$ cat src/include/eeprom_consts.svh
`ifndef EEPROM_CONSTS_SVH
`define EEPROM_CONSTS_SVH

// CLK cycles per SCL half period
// keep at 2 or more so SDA moves mid-way through the low phase
`define EE_HALF_SCL 4

// 24Cxx device-type code, upper nibble of the control byte
`define EE_DEV_CODE 4'b1010

// 2 KB array, top three bits go out as block select
`define EE_ADDR_W 11

// one byte per transfer
`define EE_DATA_W 8

`endif
$ cat src/source/eeprom_pkg.sv
package eeprom_pkg;

    // transaction sequencer states
    typedef enum logic [3:0]
    {
        idle,
        start,
        ctrl_wr,     // control byte, write direction
        word_addr,
        data_wr,
        restart,     // repeated start of a random read
        ctrl_rd,
        data_rd,
        stop
    } seq_state_t;

    // bus symbols understood by the bit engine
    typedef enum logic [1:0]
    {
        op_start,
        op_write,
        op_read,
        op_stop
    } bus_op_t;

endpackage

$ cat src/source/eeprom_wr.sv
`include "eeprom_consts.svh"

module eeprom_wr
(
    input  logic                    CLK,
    input  logic                    RESET,
    input  logic                    wr,
    input  logic                    rd,
    input  logic [`EE_ADDR_W-1:0]   addr,
    input  logic [`EE_DATA_W-1:0]   wdata,
    output logic [`EE_DATA_W-1:0]   rdata,
    output logic                    ack,
    output logic                    busy,
    output logic                    nack,
    output logic                    scl,
    output logic                    sda_pull,
    input  logic                    sda_in
);

    logic                   op_go;
    eeprom_pkg::bus_op_t    op;
    logic [`EE_DATA_W-1:0]  op_byte;
    logic                   op_last;
    logic                   op_done;
    logic [`EE_DATA_W-1:0]  rx_byte;
    logic                   rx_nack;

    eeprom_sequencer u_seq
    (
        .CLK     (CLK),
        .RESET   (RESET),
        .wr      (wr),
        .rd      (rd),
        .addr    (addr),
        .wdata   (wdata),
        .rdata   (rdata),
        .ack     (ack),
        .busy    (busy),
        .nack    (nack),
        .op_go   (op_go),
        .op      (op),
        .op_byte (op_byte),
        .op_last (op_last),
        .op_done (op_done),
        .rx_byte (rx_byte),
        .rx_nack (rx_nack)
    );

    // open-drain side, wired-AND is resolved outside
    i2c_bit_engine u_bit
    (
        .CLK      (CLK),
        .RESET    (RESET),
        .op_go    (op_go),
        .op       (op),
        .op_byte  (op_byte),
        .op_last  (op_last),
        .op_done  (op_done),
        .rx_byte  (rx_byte),
        .rx_nack  (rx_nack),
        .scl      (scl),
        .sda_pull (sda_pull),
        .sda_in   (sda_in)
    );

endmodule

$ cat src/source/eeprom_sequencer.sv
`include "eeprom_consts.svh"

module eeprom_sequencer
(
    input  logic                    CLK,
    input  logic                    RESET,
    input  logic                    wr,
    input  logic                    rd,
    input  logic [`EE_ADDR_W-1:0]   addr,
    input  logic [`EE_DATA_W-1:0]   wdata,
    output logic [`EE_DATA_W-1:0]   rdata,
    output logic                    ack,
    output logic                    busy,
    output logic                    nack,
    output logic                    op_go,
    output eeprom_pkg::bus_op_t     op,
    output logic [`EE_DATA_W-1:0]   op_byte,
    output logic                    op_last,
    input  logic                    op_done,
    input  logic [`EE_DATA_W-1:0]   rx_byte,
    input  logic                    rx_nack
);

    eeprom_pkg::seq_state_t state;
    eeprom_pkg::seq_state_t next_state;

    logic                   is_rd;
    logic                   pending;   // one symbol in flight
    logic                   err;
    logic [`EE_ADDR_W-1:0]  addr_r;
    logic [`EE_DATA_W-1:0]  wdata_r;
    logic                   accept;
    logic                   issue;

    eeprom_pkg::bus_op_t    sel_op;
    logic [`EE_DATA_W-1:0]  sel_byte;
    logic                   sel_last;
    logic [`EE_DATA_W-1:0]  ctrl_byte;

    assign busy = (state != eeprom_pkg::idle);
    assign accept = (state == eeprom_pkg::idle) && (wr || rd);
    assign issue = busy && !pending;

    // block select rides in the control byte, R/W bit patched per state
    assign ctrl_byte = {`EE_DEV_CODE, addr_r[`EE_ADDR_W-1:8], 1'b0};

    always_comb
    begin
        sel_op = eeprom_pkg::op_start;
        sel_byte = ctrl_byte;
        sel_last = 1'b0;
        next_state = eeprom_pkg::idle;
        case (state)
            eeprom_pkg::start:
                next_state = eeprom_pkg::ctrl_wr;
            eeprom_pkg::ctrl_wr:
            begin
                sel_op = eeprom_pkg::op_write;
                next_state = eeprom_pkg::word_addr;
            end
            eeprom_pkg::word_addr:
            begin
                sel_op = eeprom_pkg::op_write;
                sel_byte = addr_r[7:0];
                next_state = is_rd ? eeprom_pkg::restart : eeprom_pkg::data_wr;
            end
            eeprom_pkg::data_wr:
            begin
                sel_op = eeprom_pkg::op_write;
                sel_byte = wdata_r;
                next_state = eeprom_pkg::stop;
            end
            eeprom_pkg::restart:
                next_state = eeprom_pkg::ctrl_rd;
            eeprom_pkg::ctrl_rd:
            begin
                sel_op = eeprom_pkg::op_write;
                sel_byte = ctrl_byte | `EE_DATA_W'(1);
                next_state = eeprom_pkg::data_rd;
            end
            eeprom_pkg::data_rd:
            begin
                sel_op = eeprom_pkg::op_read;
                sel_last = 1'b1;    // single byte, master nacks it
                next_state = eeprom_pkg::stop;
            end
            eeprom_pkg::stop:
            begin
                sel_op = eeprom_pkg::op_stop;
                next_state = eeprom_pkg::idle;
            end
            default:
                next_state = eeprom_pkg::idle;
        endcase
    end

    always_ff @(posedge CLK)
    begin
        if (RESET)
        begin
            state <= eeprom_pkg::idle;
            is_rd <= 1'b0;
            pending <= 1'b0;
            err <= 1'b0;
            ack <= 1'b0;
            nack <= 1'b0;
            op_go <= 1'b0;
            op <= eeprom_pkg::op_start;
            op_last <= 1'b0;
        end
        else
        begin
            ack <= 1'b0;
            op_go <= 1'b0;
            if (accept)
            begin
                state <= eeprom_pkg::start;
                is_rd <= !wr;   // write wins a tie
                err <= 1'b0;
            end
            else if (issue)
            begin
                op_go <= 1'b1;
                op <= sel_op;
                op_last <= sel_last;
                pending <= 1'b1;
            end
            else if (pending && op_done)
            begin
                pending <= 1'b0;
                if (state == eeprom_pkg::stop)
                begin
                    state <= eeprom_pkg::idle;
                    ack <= 1'b1;
                    nack <= err;
                end
                else if (rx_nack)
                begin
                    err <= 1'b1;
                    state <= eeprom_pkg::stop;   // abort, release the bus
                end
                else
                begin
                    state <= next_state;
                end
            end
        end
    end

    always_ff @(posedge CLK)
    begin
        if (accept)
        begin
            addr_r <= addr;
            wdata_r <= wdata;
        end
        if (issue)
            op_byte <= sel_byte;
        if (pending && op_done && state == eeprom_pkg::data_rd)
            rdata <= rx_byte;
    end

endmodule

$ cat src/source/i2c_bit_engine.sv
`include "eeprom_consts.svh"

module i2c_bit_engine
(
    input  logic                    CLK,
    input  logic                    RESET,
    input  logic                    op_go,
    input  eeprom_pkg::bus_op_t     op,
    input  logic [`EE_DATA_W-1:0]   op_byte,
    input  logic                    op_last,
    output logic                    op_done,
    output logic [`EE_DATA_W-1:0]   rx_byte,
    output logic                    rx_nack,
    output logic                    scl,
    output logic                    sda_pull,
    input  logic                    sda_in
);

    localparam int HALF = `EE_HALF_SCL;
    localparam int MID = HALF / 2;
    localparam int CNT_W = (HALF > 1) ? $clog2(HALF) : 1;
    // start and stop span two half periods, a byte nine full SCL clocks
    localparam int LAST_SHORT = 1;
    localparam int LAST_BYTE = 2 * (`EE_DATA_W + 1) - 1;
    localparam int HALF_W = $clog2(LAST_BYTE + 1);

    logic                   active;
    eeprom_pkg::bus_op_t    cur_op;
    logic                   last_r;
    logic [CNT_W-1:0]       cnt;
    logic [HALF_W-1:0]      half;     // even = SCL low, odd = SCL high
    logic [`EE_DATA_W-1:0]  shreg;
    logic                   is_byte;
    logic                   ack_slot;
    logic                   mid_tick;
    logic                   end_tick;
    logic [HALF_W-1:0]      last_half;

    assign is_byte = (cur_op == eeprom_pkg::op_write) || (cur_op == eeprom_pkg::op_read);
    assign ack_slot = (half >> 1) == HALF_W'(`EE_DATA_W);
    assign mid_tick = active && (cnt == CNT_W'(MID));
    assign end_tick = active && (cnt == CNT_W'(HALF - 1));
    assign last_half = is_byte ? HALF_W'(LAST_BYTE) : HALF_W'(LAST_SHORT);

    assign rx_byte = shreg;

    always_ff @(posedge CLK)
    begin
        if (RESET)
        begin
            active <= 1'b0;
            cur_op <= eeprom_pkg::op_start;
            last_r <= 1'b0;
            cnt <= '0;
            half <= '0;
            scl <= 1'b1;
            sda_pull <= 1'b0;
            op_done <= 1'b0;
            rx_nack <= 1'b0;
        end
        else
        begin
            op_done <= 1'b0;
            if (!active)
            begin
                if (op_go)
                begin
                    active <= 1'b1;
                    cur_op <= op;
                    last_r <= op_last;
                    cnt <= '0;
                    half <= '0;
                    rx_nack <= 1'b0;
                end
            end
            else
            begin
                if (cnt == '0)
                    scl <= half[0];   // SCL edge at the start of each half
                if (mid_tick)
                begin
                    case (cur_op)
                        eeprom_pkg::op_start:
                            sda_pull <= half[0];     // falls while SCL high
                        eeprom_pkg::op_stop:
                            sda_pull <= ~half[0];    // rises while SCL high
                        eeprom_pkg::op_write:
                        begin
                            if (!half[0])
                                sda_pull <= ack_slot ? 1'b0 : ~shreg[`EE_DATA_W-1];
                            else if (ack_slot)
                                rx_nack <= sda_in;   // slave ack, low = ok
                        end
                        eeprom_pkg::op_read:
                        begin
                            if (!half[0])
                                sda_pull <= ack_slot ? ~last_r : 1'b0;
                        end
                        default:
                            sda_pull <= 1'b0;
                    endcase
                end
                if (end_tick)
                begin
                    cnt <= '0;
                    if (half == last_half)
                    begin
                        active <= 1'b0;
                        op_done <= 1'b1;
                    end
                    else
                    begin
                        half <= half + 1'b1;
                    end
                end
                else
                begin
                    cnt <= cnt + 1'b1;
                end
            end
        end
    end

    // shift register, sampled in the middle of SCL high
    // a write reads back its own bits, a read collects the slave data
    always_ff @(posedge CLK)
    begin
        if (!active && op_go)
            shreg <= op_byte;
        else if (mid_tick && is_byte && half[0] && !ack_slot)
            shreg <= {shreg[`EE_DATA_W-2:0], sda_in};
    end

endmodule

$ cat config.mk
export PLATFORM = sky130hd
export DESIGN_NAME = eeprom_wr
export DESIGN_NICKNAME = d
export VERILOG_FILES = /design/src/source/eeprom_pkg.sv /design/src/source/eeprom_wr.sv /design/src/source/eeprom_sequencer.sv /design/src/source/i2c_bit_engine.sv
export VERILOG_INCLUDE_DIRS = /design/src /design/src/include
export SDC_FILE = /design/constraint.sdc
export NUM_CORES = 1
export LEC_CHECK = 0
export BUFFER_PORTS_ARGS = -buffer_cell sky130_fd_sc_hd__clkbuf_2
export CAP_MARGIN = 5
export CORE_ASPECT_RATIO = 1.5
export CORE_MARGIN = 2
export CORE_UTILIZATION = 55
export DETAILED_ROUTE_END_ITERATION = 8
export PLACE_DENSITY = 0.76
export SLEW_MARGIN = 15
export SYNTH_ARGS = -nofsm -noshare
export SYNTH_HDL_FRONTEND = slang
export SYNTH_HIERARCHICAL = 1
export SYNTH_SLANG_ARGS = --single-unit
$ cat constraint.sdc
create_clock -name CLK -period 2.63 [get_ports CLK]
set_input_delay 0.1315 -clock CLK [delete_from_list [all_inputs] [get_ports CLK]]
set_output_delay 0.1315 -clock CLK [all_outputs]
set_load 0.02 [all_outputs]
==> impl_metrics.xml <==
<?xml version="1.0" encoding="UTF-8"?>
<metrics>
  <group name="run_status">
    <metric name="status" unit="">finished, final reports clean</metric>
  </group>
  <group name="die">
    <metric name="initial_core_util" unit="%">56.47</metric>
    <metric name="io_pins" unit="">37</metric>
    <metric name="floorplan.die.width" unit="um">64.85</metric>
    <metric name="floorplan.die_area" unit="um2">6177</metric>
    <metric name="dieHeight" unit="um">95.27</metric>
    <metric name="num_rows" unit="">33</metric>
    <metric name="core_area" unit="um2">5409</metric>
  </group>
  <group name="synth">
    <metric name="number_of_flip_flops_and_latches_in_the_synthesized_netlist" unit="">71</metric>
    <metric name="ys_types" unit="">50</metric>
    <metric name="synth.cell_area" unit="um2">3054</metric>
    <metric name="synth_flop_cell" unit="">sky130_fd_sc_hd__edfxtp_1</metric>
    <metric name="synth_enable_flop_cells" unit="">43</metric>
    <metric name="synth.yosys.warnings" unit="">6</metric>
    <metric name="synth_area_leaders" unit="">sky130_fd_sc_hd__edfxtp_1, sky130_fd_sc_hd__dfxtp_1, sky130_fd_sc_hd__nand2_1, sky130_fd_sc_hd__ha_1, sky130_fd_sc_hd__a21oi_1</metric>
    <metric name="synth_cells" unit="">271</metric>
    <metric name="syn_nets" unit="">304</metric>
    <metric name="post-synth-top-area-fraction" unit="%">42.28</metric>
    <metric name="synth.top_cells.by_count" unit="">sky130_fd_sc_hd__edfxtp_1, sky130_fd_sc_hd__nand2_1, sky130_fd_sc_hd__dfxtp_1</metric>
    <metric name="post-synth-top-area-cell" unit="">sky130_fd_sc_hd__edfxtp_1</metric>
    <metric name="post_synth.cell_area_avg" unit="um2">11.27</metric>
    <metric name="asyncSetResetFlopFracSynth" unit="%">0</metric>
    <metric name="part_of_the_yosys_area_used_for_sequential_elements" unit="%">60.63</metric>
  </group>
  <group name="routing">
    <metric name="totalWireLength" unit="mm">5.821</metric>
    <metric name="avgRoutedWirePerCell" unit="um">14.37</metric>
    <metric name="drt_iter0_drc" unit="">166</metric>
    <metric name="drc" unit="">0</metric>
    <metric name="via_count" unit="">2192</metric>
    <metric name="routed_via_density" unit="">5.412</metric>
    <metric name="ant_nets" unit="">0</metric>
    <metric name="detailedRoute.firstPassIterationCount" unit="">4</metric>
  </group>
  <group name="sta">
    <metric name="slew_violations" unit="">0</metric>
    <metric name="setup_total_negative_slack" unit="ns">0</metric>
    <metric name="setup_viol" unit="">0</metric>
    <metric name="worst_slew_margin_rel" unit="%">51.64</metric>
    <metric name="max_freq" unit="GHz">0.4611</metric>
    <metric name="max_slew.worst_pin.slew" unit="ns">0.7227</metric>
    <metric name="worst_clock_skew" unit="ns">0.008968</metric>
    <metric name="unrepaired_setup_endpoints_after_global_routing" unit="">no</metric>
    <metric name="worst_hold_check_slack" unit="ns">0.09783</metric>
    <metric name="final.min_clock_period" unit="ns">2.169</metric>
    <metric name="min_period_over_period" unit="%">82.47</metric>
    <metric name="report.final.hold_viol_count" unit="">0</metric>
  </group>
  <group name="clock_network">
    <metric name="numClockSinks" unit="">71</metric>
    <metric name="tritoncts.num_buffers" unit="">9</metric>
    <metric name="worst_skew_pair.late_latency" unit="ns">0.35</metric>
    <metric name="clkTransAtPathRegs" unit="ns">0.07</metric>
    <metric name="htree_levels" unit="">3</metric>
    <metric name="post_cts.resized_instances" unit="">0</metric>
    <metric name="cts.path.max_buffers" unit="">2</metric>
    <metric name="cts_tree" unit="">yes</metric>
    <metric name="clk_root_buffer_cell" unit="">sky130_fd_sc_hd__clkbuf_8</metric>
    <metric name="post-cts-setup-buffers" unit="">0</metric>
    <metric name="number_of_hold_buffers_added_after_cts" unit="">20</metric>
  </group>
  <group name="setup_path">
    <metric name="critPathSlowestCell" unit="">sky130_fd_sc_hd__inv_1</metric>
    <metric name="arrival" unit="ns">2.15</metric>
    <metric name="critical_path_buf_inv_count" unit="">1</metric>
    <metric name="critPathTopFamily" unit="">buffers and inverters</metric>
    <metric name="critical_path.max_stage_delay" unit="ns">0.58</metric>
    <metric name="path_cells" unit="">nor4_4, o21ai_0, inv_1</metric>
    <metric name="start_kind" unit="">flip-flop</metric>
    <metric name="critical_path_origin" unit="">u_seq/state[1]</metric>
    <metric name="worstSetupPathType" unit="">reg2reg</metric>
    <metric name="timing.critical_path.required" unit="ns">2.61</metric>
    <metric name="critical_path.max_fanout" unit="">19</metric>
    <metric name="timing.rr.start" unit="">u_seq/state[1]</metric>
    <metric name="worstSetupEndpointType" unit="">flip-flop</metric>
  </group>
  <group name="global_route">
    <metric name="via_count_of_the_first_global_routing_pass" unit="">2178</metric>
    <metric name="grt_max_degree" unit="">22</metric>
    <metric name="grt-ovfl-total" unit="">0</metric>
    <metric name="grt_usage" unit="%">21.50</metric>
    <metric name="grt_antenna_before_repair" unit="">0</metric>
    <metric name="grt_first_pass_wirelength" unit="mm">9.867</metric>
  </group>
  <group name="power_and_ir_drop">
    <metric name="powerDensity" unit="nW/um2">640.3</metric>
    <metric name="ir_drop" unit="V">0.0004208</metric>
    <metric name="cellLeakagePower" unit="nW">1.424</metric>
  </group>
  <group name="min_path">
    <metric name="holdCritPathClass" unit="">in2reg</metric>
    <metric name="hold_path.startpoint" unit="">sda_in</metric>
  </group>
  <group name="final_layout">
    <metric name="layoutNonFillerInstCount" unit="">405</metric>
    <metric name="post_route_cells_drive_above_1_share" unit="%">19.70</metric>
    <metric name="layout.cell_area.non_filler" unit="um2">3714</metric>
    <metric name="synthToLayoutAreaGrowth" unit="%">21.59</metric>
    <metric name="layout.nets" unit="">363</metric>
    <metric name="num_antenna_cells" unit="">0</metric>
    <metric name="layout.core_utilization" unit="%">68.66</metric>
  </group>
  <group name="placed_design">
    <metric name="placedInstanceArea" unit="um2">3292</metric>
    <metric name="placedCellCount" unit="">369</metric>
    <metric name="place_congestion" unit="">0.8469</metric>
    <metric name="detailed_place_hpwl" unit="mm">3.554</metric>
    <metric name="port_buffers" unit="">36</metric>
  </group>
  <group name="job">
    <metric name="drv.max_cap_violation_count" unit="">0</metric>
  </group>
</metrics>
-- through the flow --
step / power (W) / setup WS [ns]
2_1_floorplan: 0.001365 / 0.9029
3_3_place_gp: 0.001405 / 0.5948
3_5_place_dp: 0.001412 / 0.5184
4_1_cts: 0.002388 / 0.5184
5_1_grt: 0.002477 / 0.2852
6_report: 0.002378 / 0.4611
-- report_power, final --
part           switching (W)  internal, W
combinational      0.0000805    0.0000648
clock               0.000422     0.000541
sequential         0.0000332      0.00124
-- registers in the layout (all words and copies together) (netlist names), 4 cells and up --
register,cells
u_seq/op_byte,8
u_seq/state,4
u_seq/rdata,8
u_seq/addr_r,11
u_bit/half,5
u_bit/rx_byte,8
u_seq/wdata_r,8
-- cells by family after synthesis --
family,count (synthesis),synth area share (%)
flops,71,60.63
xor+xnor,3,0.8605
simple gates,98,17.08
buf+inv,29,3.932
mux,3,1.065
compound gates,58,12.74
fa+ha+maj,9,3.687
-- worst paths after layout --
path / end / slack, ns / cells after the start
worst min-delay path: u_bit/rx_nack / 0.1 / 3
worst max-delay path: u_seq/addr_r[6] / 0.46 / 3
worst max register to register: u_seq/addr_r[6] / 0.46 / 3
worst min register to register: u_seq/err / 0.45 / 2
-- final cells by class --
cell class	count	area, um2
Clock buffer	10	127.6
Clock inverter	6	93.84
Fill cell	411	1695
Inverter	18	67.56
Multi-Input combinational cell	171	1082
Sequential cell	71	1852
Tap cell	70	87.58
Timing Repair Buffer	59	402.9
-- cells in the final DEF, fill, tap and decap left out, types with 2 or more instances in the layout --
master	netlist	final
sky130_fd_sc_hd__clkbuf_2	0	36
sky130_fd_sc_hd__nor3_1	6	6
sky130_fd_sc_hd__dlygate4sd3_1	0	20
sky130_fd_sc_hd__nand2_1	43	43
sky130_fd_sc_hd__a21oi_1	16	16
sky130_fd_sc_hd__o211ai_1	3	3
sky130_fd_sc_hd__nand2b_1	2	2
sky130_fd_sc_hd__nor3b_1	2	2
sky130_fd_sc_hd__inv_1	18	18
sky130_fd_sc_hd__nor2_1	11	11
sky130_fd_sc_hd__edfxtp_1	43	43
sky130_fd_sc_hd__mux2_2	2	2
sky130_fd_sc_hd__buf_4	0	3
sky130_fd_sc_hd__bufinv_16	0	2
sky130_fd_sc_hd__nand4b_1	2	2
sky130_fd_sc_hd__clkbuf_8	0	9
sky130_fd_sc_hd__a21o_1	2	2
sky130_fd_sc_hd__and3_1	2	2
sky130_fd_sc_hd__nand3_1	9	9
sky130_fd_sc_hd__a22oi_1	5	5
sky130_fd_sc_hd__or4b_4	2	2
sky130_fd_sc_hd__or3_1	3	3
sky130_fd_sc_hd__xnor2_1	2	2
sky130_fd_sc_hd__nand4_1	2	2
sky130_fd_sc_hd__a211oi_1	2	2
sky130_fd_sc_hd__a22o_1	2	2
sky130_fd_sc_hd__nor2b_1	7	7
sky130_fd_sc_hd__dfxtp_1	28	28
sky130_fd_sc_hd__ha_1	9	9
sky130_fd_sc_hd__o21ai_0	14	14
sky130_fd_sc_hd__clkinv_4	0	2
sky130_fd_sc_hd__a31oi_1	3	3
-- layer usage --
metal	routed length, um	track usage (%)	part of all wire, %	vias up
met4	110	12.06	1.9	0
li1	-	-	-	1106
met1	2249	22.82	39	1026
met2	3248	38.32	56	50
met5	0	0	0	-
met3	213	5.549	3.7	10
-- worst min-delay path: cells and delay by family --
family | cells | cell delay, ns
AO/OA/AOI/OAI | 1 | 0.09
buffers and inverters | 2 | 0.18
(Power assumes the default switching activity.)
